===== config.mk =====
export PLATFORM = sky130hd
export DESIGN_NAME = cx_core
export DESIGN_NICKNAME = d
export VERILOG_FILES = /design/src/design/isa_pkg.sv /design/src/design/pipe_pkg.sv /design/src/design/cx_core.sv /design/src/design/decode_stage.sv /design/src/design/exec_stage.sv /design/src/design/fetch_stage.sv /design/src/design/reg_file.sv
export SDC_FILE = /design/constraint.sdc
export NUM_CORES = 2
export LEC_CHECK = 0
export BUFFER_PORTS_ARGS = -buffer_cell sky130_fd_sc_hd__buf_2
export CAP_MARGIN = 20
export CORE_UTILIZATION = 61
export CTS_CLUSTER_SIZE = 20
export DETAILED_ROUTE_END_ITERATION = 7
export MAX_ROUTING_LAYER = met4
export PLACE_DENSITY_LB_ADDON = 0.15
export SYNTH_ARGS = -nofsm -noshare
export SYNTH_HDL_FRONTEND = slang
export SYNTH_SLANG_ARGS = --single-unit
export TNS_END_PERCENT = 5

===== constraint.sdc =====
create_clock -name clk_i -period 17.85 [get_ports clk_i]
set_clock_uncertainty 0.05 [all_clocks]
set_input_delay 0 -clock clk_i [delete_from_list [all_inputs] [get_ports clk_i]]
set_output_delay 0 -clock clk_i [all_outputs]
set_load 0.005 [all_outputs]

===== src/design/isa_pkg.sv =====
package isa_pkg;

  ////////////////////////////////////////
  // Data and register types
  ////////////////////////////////////////

  localparam int unsigned XLEN = 32;

  typedef logic [XLEN-1:0] word_t;
  typedef logic [4:0]      reg_addr_t;

  // x0 included
  localparam int unsigned NUM_REGS = 32;

  // No compressed instructions, so the PC always moves by one word
  localparam word_t INSTR_STEP = 32'd4;

  ////////////////////////////////////////
  // Encodings
  ////////////////////////////////////////

  // Major opcodes
  localparam logic [6:0] OPC_OP      = 7'b0110011;
  localparam logic [6:0] OPC_OP_IMM  = 7'b0010011;
  localparam logic [6:0] OPC_CUSTOM0 = 7'b0001011;

  // funct3 codes for the OP and OP-IMM groups
  localparam logic [2:0] F3_ADD_SUB = 3'b000;
  localparam logic [2:0] F3_XOR     = 3'b100;
  localparam logic [2:0] F3_OR      = 3'b110;
  localparam logic [2:0] F3_AND     = 3'b111;

  // funct7 that turns ADD into SUB
  localparam logic [6:0] F7_SUB = 7'b0100000;

  typedef enum logic [2:0] {
    ALU_ADD,
    ALU_SUB,
    ALU_AND,
    ALU_OR,
    ALU_XOR
  } alu_op_e;

endpackage


===== src/design/pipe_pkg.sv =====
package pipe_pkg;

  // Accelerator function field, instruction bits 31 down to 7
  localparam int unsigned CX_FUNC_W = 25;

  // Accelerator latency, taken from the low bits of funct7
  localparam int unsigned CX_DELAY_W = 4;

  ////////////////////////////////////////
  // Stage payloads
  ////////////////////////////////////////

  // Fetch to decode
  typedef struct packed {
    isa_pkg::word_t pc;
    isa_pkg::word_t instr;
  } fetch_t;

  // Decode to execute
  typedef struct packed {
    isa_pkg::word_t          pc;
    isa_pkg::alu_op_e        alu_op;
    isa_pkg::word_t          op_a;
    isa_pkg::word_t          op_b;
    isa_pkg::reg_addr_t      rd;
    logic                    we;
    logic                    custom;
    logic [CX_FUNC_W-1:0]    func;
    logic [CX_DELAY_W-1:0]   delay;
  } issue_t;

  // Execute to register file and retire port
  typedef struct packed {
    isa_pkg::word_t     pc;
    isa_pkg::reg_addr_t rd;
    isa_pkg::word_t     result;
    logic               we;
  } retire_t;

endpackage


===== src/design/cx_core.sv =====
module cx_core (
  input  logic                           clk_i,
  input  logic                           rst_ni,
  input  logic                           fetch_enable_i,
  input  isa_pkg::word_t                 boot_addr_i,

  // Instruction memory port
  output logic                           instr_req_o,
  output isa_pkg::word_t                 instr_addr_o,
  input  logic                           instr_gnt_i,
  input  logic                           instr_rvalid_i,
  input  isa_pkg::word_t                 instr_rdata_i,

  // Reconfigurable accelerator
  output logic                           cx_en_o,
  output isa_pkg::word_t                 cx_operand_a_o,
  output isa_pkg::word_t                 cx_operand_b_o,
  output logic [pipe_pkg::CX_FUNC_W-1:0] cx_func_o,
  input  isa_pkg::word_t                 cx_result_i,

  // Retire report
  output logic                           retire_valid_o,
  output pipe_pkg::retire_t              retire_o
);
  import isa_pkg::*;
  import pipe_pkg::*;

  // Fetch to decode
  logic      fetch_valid;
  fetch_t    fetch;
  logic      decode_ready;

  // Decode to register file
  reg_addr_t rs1_addr;
  reg_addr_t rs2_addr;
  word_t     rs1_data;
  word_t     rs2_data;

  // Decode to execute
  logic      ex_ready;
  logic      issue_valid;
  issue_t    issue;

  ////////////////////////////////////////
  // Pipeline stages
  ////////////////////////////////////////

  fetch_stage u_fetch (
    .clk_i          ( clk_i          ),
    .rst_ni         ( rst_ni         ),
    .fetch_enable_i ( fetch_enable_i ),
    .boot_addr_i    ( boot_addr_i    ),
    .instr_req_o    ( instr_req_o    ),
    .instr_addr_o   ( instr_addr_o   ),
    .instr_gnt_i    ( instr_gnt_i    ),
    .instr_rvalid_i ( instr_rvalid_i ),
    .instr_rdata_i  ( instr_rdata_i  ),
    .fetch_valid_o  ( fetch_valid    ),
    .fetch_o        ( fetch          ),
    .decode_ready_i ( decode_ready   )
  );

  decode_stage u_decode (
    .clk_i          ( clk_i        ),
    .rst_ni         ( rst_ni       ),
    .fetch_valid_i  ( fetch_valid  ),
    .fetch_i        ( fetch        ),
    .decode_ready_o ( decode_ready ),
    .rs1_addr_o     ( rs1_addr     ),
    .rs2_addr_o     ( rs2_addr     ),
    .rs1_data_i     ( rs1_data     ),
    .rs2_data_i     ( rs2_data     ),
    .ex_ready_i     ( ex_ready     ),
    .issue_valid_o  ( issue_valid  ),
    .issue_o        ( issue        )
  );

  // Written from the retire port
  reg_file u_reg_file (
    .clk_i      ( clk_i                         ),
    .rst_ni     ( rst_ni                        ),
    .rs1_addr_i ( rs1_addr                      ),
    .rs2_addr_i ( rs2_addr                      ),
    .rs1_data_o ( rs1_data                      ),
    .rs2_data_o ( rs2_data                      ),
    .we_i       ( retire_valid_o && retire_o.we ),
    .waddr_i    ( retire_o.rd                   ),
    .wdata_i    ( retire_o.result               )
  );

  exec_stage u_exec (
    .clk_i          ( clk_i          ),
    .rst_ni         ( rst_ni         ),
    .issue_valid_i  ( issue_valid    ),
    .issue_i        ( issue          ),
    .ex_ready_o     ( ex_ready       ),
    .cx_en_o        ( cx_en_o        ),
    .cx_operand_a_o ( cx_operand_a_o ),
    .cx_operand_b_o ( cx_operand_b_o ),
    .cx_func_o      ( cx_func_o      ),
    .cx_result_i    ( cx_result_i    ),
    .retire_valid_o ( retire_valid_o ),
    .retire_o       ( retire_o       )
  );

endmodule


===== src/design/decode_stage.sv =====
module decode_stage (
  input  logic               clk_i,
  input  logic               rst_ni,

  // From fetch
  input  logic               fetch_valid_i,
  input  pipe_pkg::fetch_t   fetch_i,
  output logic               decode_ready_o,

  // Register file read ports
  output isa_pkg::reg_addr_t rs1_addr_o,
  output isa_pkg::reg_addr_t rs2_addr_o,
  input  isa_pkg::word_t     rs1_data_i,
  input  isa_pkg::word_t     rs2_data_i,

  // To execute
  input  logic               ex_ready_i,
  output logic               issue_valid_o,
  output pipe_pkg::issue_t   issue_o
);
  import isa_pkg::*;
  import pipe_pkg::*;

  logic       dec_valid_q;
  fetch_t     dec_q;
  logic       accept;
  logic [6:0] opcode;
  logic [2:0] funct3;
  logic [6:0] funct7;
  word_t      imm_i;
  issue_t     issue;

  // Issue leaves on the same edge as the register file write of the
  // instruction ahead, so the write-through read covers the dependency
  assign issue_valid_o  = dec_valid_q && ex_ready_i;
  assign decode_ready_o = !dec_valid_q || ex_ready_i;
  assign accept         = fetch_valid_i && decode_ready_o;

  always_ff @(posedge clk_i or negedge rst_ni) begin
    if (!rst_ni) begin
      dec_valid_q <= 1'b0;
    end else if (accept) begin
      dec_valid_q <= 1'b1;
    end else if (issue_valid_o) begin
      dec_valid_q <= 1'b0;
    end
  end

  always_ff @(posedge clk_i) begin
    if (accept) begin
      dec_q <= fetch_i;
    end
  end

  ////////////////////////////////////////
  // Field decode
  ////////////////////////////////////////

  assign opcode = dec_q.instr[6:0];
  assign funct3 = dec_q.instr[14:12];
  assign funct7 = dec_q.instr[31:25];
  assign imm_i  = {{20{dec_q.instr[31]}}, dec_q.instr[31:20]};

  assign rs1_addr_o = dec_q.instr[19:15];
  assign rs2_addr_o = dec_q.instr[24:20];

  always_comb begin
    issue        = '0;
    issue.pc     = dec_q.pc;
    issue.alu_op = ALU_ADD;
    issue.op_a   = rs1_data_i;
    issue.op_b   = rs2_data_i;
    issue.rd     = dec_q.instr[11:7];
    issue.func   = dec_q.instr[31:7];
    issue.delay  = funct7[CX_DELAY_W-1:0];

    unique case (opcode)
      OPC_OP: begin
        issue.we = 1'b1;
        unique case (funct3)
          F3_ADD_SUB: issue.alu_op = (funct7 == F7_SUB) ? ALU_SUB : ALU_ADD;
          F3_XOR:     issue.alu_op = ALU_XOR;
          F3_OR:      issue.alu_op = ALU_OR;
          F3_AND:     issue.alu_op = ALU_AND;
          default:    issue.we     = 1'b0;
        endcase
        // SUB is the only funct7 variant kept
        if ((funct7 != 7'b0) && !((funct7 == F7_SUB) && (funct3 == F3_ADD_SUB))) begin
          issue.we = 1'b0;
        end
      end
      OPC_OP_IMM: begin
        // ADDI only
        issue.op_b = imm_i;
        issue.we   = (funct3 == F3_ADD_SUB);
      end
      OPC_CUSTOM0: begin
        issue.custom = 1'b1;
        issue.we     = 1'b1;
      end
      default: begin
        // Retires as a no-op
        issue.we = 1'b0;
      end
    endcase
  end

  assign issue_o = issue;

endmodule


===== src/design/exec_stage.sv =====
module exec_stage (
  input  logic                           clk_i,
  input  logic                           rst_ni,

  // From decode
  input  logic                           issue_valid_i,
  input  pipe_pkg::issue_t               issue_i,
  output logic                           ex_ready_o,

  // Accelerator port
  output logic                           cx_en_o,
  output isa_pkg::word_t                 cx_operand_a_o,
  output isa_pkg::word_t                 cx_operand_b_o,
  output logic [pipe_pkg::CX_FUNC_W-1:0] cx_func_o,
  input  isa_pkg::word_t                 cx_result_i,

  // Retire port, also the register file write
  output logic                           retire_valid_o,
  output pipe_pkg::retire_t              retire_o
);
  import isa_pkg::*;
  import pipe_pkg::*;

  logic                  ex_valid_q;
  issue_t                ex_q;
  logic [CX_DELAY_W-1:0] cnt_q;
  logic                  done;
  word_t                 alu_result;

  // ALU ops finish in their first cycle, custom ops once the count hits the delay
  assign done       = ex_valid_q && (!ex_q.custom || (cnt_q == ex_q.delay));
  assign ex_ready_o = !ex_valid_q || done;

  always_ff @(posedge clk_i or negedge rst_ni) begin
    if (!rst_ni) begin
      ex_valid_q <= 1'b0;
      cnt_q      <= '0;
    end else begin
      if (issue_valid_i) begin
        ex_valid_q <= 1'b1;
      end else if (done) begin
        ex_valid_q <= 1'b0;
      end
      if (issue_valid_i) begin
        cnt_q <= '0;
      end else if (ex_valid_q && !done) begin
        cnt_q <= cnt_q + 1'b1;
      end
    end
  end

  always_ff @(posedge clk_i) begin
    if (issue_valid_i) begin
      ex_q <= issue_i;
    end
  end

  ////////////////////////////////////////
  // ALU
  ////////////////////////////////////////

  always_comb begin
    unique case (ex_q.alu_op)
      ALU_ADD: alu_result = ex_q.op_a + ex_q.op_b;
      ALU_SUB: alu_result = ex_q.op_a - ex_q.op_b;
      ALU_AND: alu_result = ex_q.op_a & ex_q.op_b;
      ALU_OR:  alu_result = ex_q.op_a | ex_q.op_b;
      ALU_XOR: alu_result = ex_q.op_a ^ ex_q.op_b;
      default: alu_result = '0;
    endcase
  end

  // Accelerator sees the held operands for the whole delay
  assign cx_en_o        = ex_valid_q && ex_q.custom;
  assign cx_operand_a_o = ex_q.op_a;
  assign cx_operand_b_o = ex_q.op_b;
  assign cx_func_o      = ex_q.func;

  assign retire_valid_o  = done;
  assign retire_o.pc     = ex_q.pc;
  assign retire_o.rd     = ex_q.rd;
  assign retire_o.result = ex_q.custom ? cx_result_i : alu_result;
  assign retire_o.we     = ex_q.we;

endmodule


===== src/design/fetch_stage.sv =====
module fetch_stage (
  input  logic             clk_i,
  input  logic             rst_ni,
  input  logic             fetch_enable_i,
  input  isa_pkg::word_t   boot_addr_i,

  // Instruction memory port
  output logic             instr_req_o,
  output isa_pkg::word_t   instr_addr_o,
  input  logic             instr_gnt_i,
  input  logic             instr_rvalid_i,
  input  isa_pkg::word_t   instr_rdata_i,

  // To decode
  output logic             fetch_valid_o,
  output pipe_pkg::fetch_t fetch_o,
  input  logic             decode_ready_i
);
  import isa_pkg::*;
  import pipe_pkg::*;

  typedef enum logic [1:0] {
    FETCH_IDLE,
    FETCH_WAIT_GNT,
    FETCH_WAIT_DATA
  } fetch_state_e;

  fetch_state_e state_q;
  fetch_state_e state_d;
  word_t        pc_q;
  logic         started_q;
  fetch_t       buf_q;
  logic         buf_valid_q;
  logic         take;
  logic         can_request;
  logic         granted;
  logic         returned;

  // Decode empties the buffer on this edge
  assign take = buf_valid_q && decode_ready_i;

  // Only request when the returned word is sure to find room
  assign can_request = fetch_enable_i && (!buf_valid_q || take);

  assign granted  = (state_q == FETCH_WAIT_GNT) && instr_gnt_i;
  assign returned = (state_q == FETCH_WAIT_DATA) && instr_rvalid_i;

  always_comb begin
    state_d = state_q;
    unique case (state_q)
      FETCH_IDLE: begin
        if (can_request) begin
          state_d = FETCH_WAIT_GNT;
        end
      end
      FETCH_WAIT_GNT: begin
        if (instr_gnt_i) begin
          state_d = FETCH_WAIT_DATA;
        end
      end
      FETCH_WAIT_DATA: begin
        if (instr_rvalid_i) begin
          state_d = FETCH_IDLE;
        end
      end
      default: begin
        state_d = FETCH_IDLE;
      end
    endcase
  end

  always_ff @(posedge clk_i or negedge rst_ni) begin
    if (!rst_ni) begin
      state_q     <= FETCH_IDLE;
      pc_q        <= '0;
      started_q   <= 1'b0;
      buf_valid_q <= 1'b0;
    end else begin
      state_q <= state_d;
      // First request of the program goes to the boot address
      if ((state_q == FETCH_IDLE) && can_request && !started_q) begin
        pc_q      <= boot_addr_i;
        started_q <= 1'b1;
      end else if (granted) begin
        pc_q <= pc_q + INSTR_STEP;
      end
      if (returned) begin
        buf_valid_q <= 1'b1;
      end else if (take) begin
        buf_valid_q <= 1'b0;
      end
    end
  end

  // Buffer is already empty once a request is out
  always_ff @(posedge clk_i) begin
    if (granted) begin
      buf_q.pc <= pc_q;
    end
    if (returned) begin
      buf_q.instr <= instr_rdata_i;
    end
  end

  assign instr_req_o   = (state_q == FETCH_WAIT_GNT);
  assign instr_addr_o  = pc_q;
  assign fetch_valid_o = buf_valid_q;
  assign fetch_o       = buf_q;

endmodule


===== src/design/reg_file.sv =====
module reg_file (
  input  logic               clk_i,
  input  logic               rst_ni,
  input  isa_pkg::reg_addr_t rs1_addr_i,
  input  isa_pkg::reg_addr_t rs2_addr_i,
  output isa_pkg::word_t     rs1_data_o,
  output isa_pkg::word_t     rs2_data_o,
  input  logic               we_i,
  input  isa_pkg::reg_addr_t waddr_i,
  input  isa_pkg::word_t     wdata_i
);
  import isa_pkg::*;

  // x0 has no storage
  word_t regs_q [1:NUM_REGS-1];
  logic  wr_en;

  assign wr_en = we_i && (waddr_i != '0);

  always_ff @(posedge clk_i or negedge rst_ni) begin
    if (!rst_ni) begin
      for (int i = 1; i < NUM_REGS; i++) begin
        regs_q[i] <= '0;
      end
    end else if (wr_en) begin
      regs_q[waddr_i] <= wdata_i;
    end
  end

  // Write-through so a consumer issuing on the retire edge sees the result
  assign rs1_data_o = (rs1_addr_i == '0)                   ? '0      :
                      (wr_en && (waddr_i == rs1_addr_i))   ? wdata_i :
                                                             regs_q[rs1_addr_i];
  assign rs2_data_o = (rs2_addr_i == '0)                   ? '0      :
                      (wr_en && (waddr_i == rs2_addr_i))   ? wdata_i :
                                                             regs_q[rs2_addr_i];

endmodule


Word level (Yosys, flattened, before mapping)
Cells that the tools add are included.

Add/subtract/negate cells: 4. Order comparisons: 4. Equal/unequal tests: 19. Mux-type cells: 35. Bitwise gates (word level): 6. Reductions and logical operators: 42.

Operators with widths (number): $bwmux W992 (1); $mux W32 (12); $bmux W32 S5 (2); $demux W32 S5 (1); $pmux W32 S5 (1); $add A32 B3 Y32 const B (1); $add A32 B32 Y32 (1); $and A32 B32 Y32 (1); $or A32 B32 Y32 (1); $sub A32 B32 Y32 (1); $xor A32 B32 Y32 (1); $ge A6 B6 Y1 const B (3); $not A5 Y6 (3); $logic_and A1 B1 Y1 (17); $eq A7 B6 Y1 const B (2); $eq A3 B3 Y1 const B (4); $pmux W3 S4 (1); $eq A5 B5 Y1 (2); $logic_not A5 Y1 (2); $mux W1 (10); $reduce_bool A2 Y1 (5); $mux W4 (2); $eq A7 B4 Y1 const B (1); $eq A7 B5 Y1 const B (1); 20 further kinds (34).

Register bits after elaboration: 1297. Input port bits: 101. Output and inout bits: 194. Word-level logic and storage cells: 161.

Longest topological paths before layout
Depth after elaboration: 11. Gate-level depth with buffers: 20. Depth with buffers taken out: 18.

Hierarchy
Synthesis repeated with hierarchy kept, for this count alone.

Cells, all modules: 5223. Area total of the unflattened synthesis: 70801.7 µm².

By module, submodules not included: reg_file (times used 1, cells an instance 3691, area each 53512.6 µm², seq. area each 24823.8 µm²); exec_stage (times used 1, cells an instance 1019, area each 10078.4 µm², seq. area each 4179.0 µm²); fetch_stage (times used 1, cells an instance 273, area each 3910.0 µm², seq. area each 2822.7 µm²); decode_stage (times used 1, cells an instance 239, area each 3294.4 µm², seq. area each 1946.9 µm²); cx_core (times used 1, cells an instance 1, area each 6.3 µm², seq. area each 0.0 µm²).

Worst setup path after synthesis
OpenSTA, ideal clock, no wires.

Path kind: flip-flop to flip-flop. Start: register u_exec.ex_q[29] (netlist bit). End: register u_exec.ex_q, in the netlist u_exec.cx_func_o[0] (enable). Library setup time: 625 ps. Arrival: 6493 ps. Required time: 17175 ps. Path slack: 10682 ps. Stages on the path, launching flop included: 6. Buffers on the path: 2. Clock period less this slack: 7168 ps. Path through: edfxtp_1 clkbuf_1 nand2_1 a41oi_1 clkbuf_1 nor2b_1.

Word-level cells in the longest chain between the ends: 5.

RTL lines: start, declared (line exec_stage.sv:25) `issue_t ex_q;`; start signal, assigned (line exec_stage.sv:54) `ex_q <= issue_i;`; $logic_not A1 Y1 (line exec_stage.sv:31) `assign done = ex_valid_q && (!ex_q.custom || (cnt_q == ex_q.delay));`; $logic_or A1 B1 Y1 (line exec_stage.sv:31); $logic_and A1 B1 Y1 (line exec_stage.sv:31); $logic_or A1 B1 Y1 (line exec_stage.sv:32) `assign ex_ready_o = !ex_valid_q || done;`; $logic_and A1 B1 Y1 (line decode_stage.sv:35) `assign issue_valid_o = dec_valid_q && ex_ready_i;`; net issue_valid (line cx_core.sv:41) `logic issue_valid;`.

The timed path passes the listed nets, and every way through them passes these cells. A chain may end at the register's enable or synchronous reset.

==> Flow_metrics.wiki <==
{| class="wikitable"
! Metric !! Value
|-
| Count of buffers from port buffering || 294
|-
| Overall via count from detail_route || 50800
|-
| Layout overhead on the synthesized area || 12.6%
|-
| Fraction of synthesis flops using an asynchronous set or reset pin || 0.803
|-
| Aggregate global-route resource usage || 0.393
|-
| Critical path fanouts, max || 30
|-
| Result of the run || finished clean
|-
| Final estimated routing congestion in global placement || 0.944
|-
| Proportion of layout cells with a drive suffix above 1 || 0.234
|-
| Total CTS buffers || 137
|-
| Number of nets with antenna violations after routing || 0
|-
| Area of the die || 112000 sq um
|-
| Cell Rows || 121
|-
| Worst slew pin tran || 1.17 ns
|-
| Maximum clock frequency || 0.143 GHz
|-
| Mean Syn Cell Area || 11.5 sq um
|-
| Initial antenna violation count || 8
|-
| Clock slew at reported path FFs || 0.06 ns
|-
| Largest vdd supply drop || 79.6 uV
|-
| Crit path max-delay cell type || sky130_fd_sc_hd__o31ai_1
|-
| Number of maximum-capacitance constraint violations || 0
|-
| DP Wirelength || 128 mm
|-
| Max Root-Sink Buffers || 3
|-
| Setup repair after global routing missed its margin || no
|-
| Average detailed-routed wire length per instance || 27.8 um
|-
| Count of unique library cells instantiated by Yosys || 84
|-
| CTS HTree Levels || 4
|-
| Final TNS setup || 0 ns
|-
| Pleak || 30.5 nW
|-
| Sinks on Clock Net || 1288
|-
| Post-Route WL || 211 mm
|-
| Cell-by-cell listing of the critical path || or4_4 > or2_2 > nor3_1 > a41oi_1 > xnor2_1 > ha_1 > a21oi_1 > o21ai_1 > o31ai_1 > nor2_1 > a221oi_1 > mux2_2 > nand2_1 > inv_1 > buf_2
|-
| Vias per cell || 6.71
|-
| Syn nets || 6078
|-
| Cell Area, Placed || 69700 sq um
|-
| Starting density of the core || 0.618
|-
| Netlist area before placement || 67700 sq um
|-
| Family of cells with the greatest summed delay on the critical path || simple AND/OR/NAND/NOR gates
|-
| Fraction of post-synthesis cell area in the top cell type by area || 0.382
|-
| Seq/Total Area, Yosys || 0.495
|-
| Slowest stage delay, CP || 0.74 ns
|-
| Max-Slew Margin vs Limit || 0.219
|-
| Final worst path period need || 7.00 ns
|-
| Minimum hold slack || 0.0606 ns
|-
| Crit path buffers/inverters || 2
|-
| Primary FF master, synth || sky130_fd_sc_hd__dfrtp_1
|-
| Critical Path End Type || primary output
|-
| Post-synth EDFFs || 254
|-
| Critical path class || reg2out
|-
| Cell area power density || 117 nW/um^2
|-
| Share of the clock period used by the worst path || 0.392
|-
| Commonest non-fill, non-tap cell in the layout || sky130_fd_sc_hd__dfrtp_1
|-
| Pin count of the biggest net entering global routing || 138
|-
| Critical path data required time || 17.80 ns
|-
| Kind of path behind the tightest hold check || in2reg
|-
| Clock root buffer || sky130_fd_sc_hd__clkbuf_16
|-
| # DRC || 0
|-
| Post-CTS repair timing setup buffer count || 0
|-
| Detailed Routing Iterations Pass 1 || 8
|-
| Worst EP arrival || 6.94 ns
|-
| Commonest non-fill, non-tap cells in the layout || 1034 x sky130_fd_sc_hd__dfrtp_1, 992 x sky130_fd_sc_hd__nand2_1, 828 x sky130_fd_sc_hd__o21ai_0
|-
| Pins Over Slew Limit || 0
|-
| Net count of the finished layout || 6166
|-
| Final instance area || 76200 sq um
|-
| Initial drt markers || 5956
|-
| Cell taking the most area after synthesis || sky130_fd_sc_hd__dfrtp_1
|-
| Clock tree from TritonCTS || done
|-
| Grt total ovfl || 0
|-
| Global-route wire length before repair || 316 mm
|-
| Post_cts resized || 0
|-
| CORE AREA || 109000 sq um
|-
| Horizontal extent of the die || 335 um
|-
| Critical Path Start Type || flip-flop
|-
| Clk Latency, worst-skew pair || 0.78 ns
|-
| Number of global-route vias before repair || 50200
|-
| Cell count after synthesis || 5878
|-
| Final setup vio count || 0
|-
| Ys Warns || 0
|-
| Hold bufs inserted after CTS || 164
|-
| Overall die height || 335 um
|-
| Flip-flop and latch count after synthesis || 1288
|-
| IO Pins || 295
|-
| Leading post-synthesis cells by cell area || sky130_fd_sc_hd__dfrtp_1 38%, sky130_fd_sc_hd__mux4_2 19%, sky130_fd_sc_hd__edfxtp_1 11%
|-
| Final-report hold violation count || 0
|}
metal layers:
metal  global-route usage  up-vias  part of all wire
met5                    -        -                 0
met4                0.171        0             0.048
met3               0.0925      611              0.11
met2                0.588     2927              0.46
met1                0.521    25600              0.38
li1                     -    21600                 -
final timing paths:
| kind | start | endpoint | slack (ns) | cells after the start |
|---|---|---|---|---|
| max in group asynchronous | rst_ni | u_reg_file.regs_q[520] | 14.66 | 6 |
| worst min-delay path | cx_result_i[24] | u_reg_file.regs_q[984] | 0.06 | 6 |
| worst min register to register | u_fetch.fetch_o[20] | u_decode.issue_o[17] | 0.35 | 0 |
| worst max-delay path | u_exec.cx_operand_b_o[4] | retire_o[24] | 10.86 | 15 |
| min in group asynchronous | rst_ni | u_reg_file.regs_q[927] | 0.43 | 4 |
| worst max register to register | u_exec.cx_operand_b_o[4] | u_exec.cx_operand_b_o[23] | 11.59 | 14 |
flip-flops by register name, indices dropped and copies added, names as in the netlist, 4 cells and up:
register               count
u_exec.cx_func_o          25
u_exec.cnt_q               4
u_exec.ex_q                4
u_exec.cx_operand_b_o     32
u_exec.cx_operand_a_o     32
u_decode.dec_q             7
u_decode.issue_o          57
u_fetch.instr_addr_o      32
u_reg_file.regs_q        992
u_exec.retire_o           33
u_fetch.fetch_o           64
area by class of cell:
class	instances	area [sq um]
flip-flops and latches	1288	33500
fillers	7814	33300
multi-input cells	3821	31300
repair buffers	606	4490
clock buffers	197	3870
well taps	1476	1850
clock inverters	58	739
inverters	112	420
diodes	5	12.5
cell usage after synthesis, drive strengths merged (14+ instances only):
cell type	number
a21oi	242
a221oi	16
a22o	66
a22oi	18
and2	14
buf	211
clkbuf	446
dfrtp	1034
edfxtp	254
ha	98
inv	111
mux2	68
mux2i	32
mux4	576
nand2	1009
nand2b	40
nand3	31
nand4	20
nor2	261
nor2b	17
nor3	42
o211ai	48
o21ai	847
o221ai	21
o22ai	15
o31ai	106
xnor2	52
xor2	18
power breakdown:
part           internal, mW  leakage (nW)  switching (mW)  total, mW
clock                  1.67          2.26            1.25       2.92
combinational         0.909          16.6            1.23       2.13
sequential             3.50          11.7           0.360       3.86
cells by family after synthesis:
| kind of cell | Yosys count | share of synthesized area |
|---|---|---|
| and+or+nand+nor | 1509 | 0.0922 |
| xor gates and xnor gates | 70 | 0.00917 |
| AOI/OAI and AO/OA | 1467 | 0.127 |
| DFF | 1288 | 0.495 |
| muxes | 676 | 0.208 |
| adders and majority gates | 99 | 0.0184 |
| buffers and inverters | 769 | 0.0506 |
worst register-to-register path: cells and delay by family, from the launching register on:
family	cells	cell delay, ns
AO/OA/AOI/OAI	6	2.11
flip-flops	1	0.47
multiplexers	1	0.44
adder cells (fa/ha/maj)	1	0.39
AND/OR/NAND/NOR	5	2.36
XOR/XNOR	1	0.17
stage by stage:
stage	utilization	setup slack (ns)	cells	total power, mW
2_1_floorplan	-	10.68	5878	5.22
3_3_place_gp	0.637	11.65	7127	5.87
3_5_place_dp	0.637	11.59	7129	5.94
4_1_cts	0.694	10.81	7548	8.88
5_1_grt	0.696	10.52	7562	9.26
6_report	0.696	10.86	7563	8.92
Note: power is estimated with default switching activity, not from simulation.
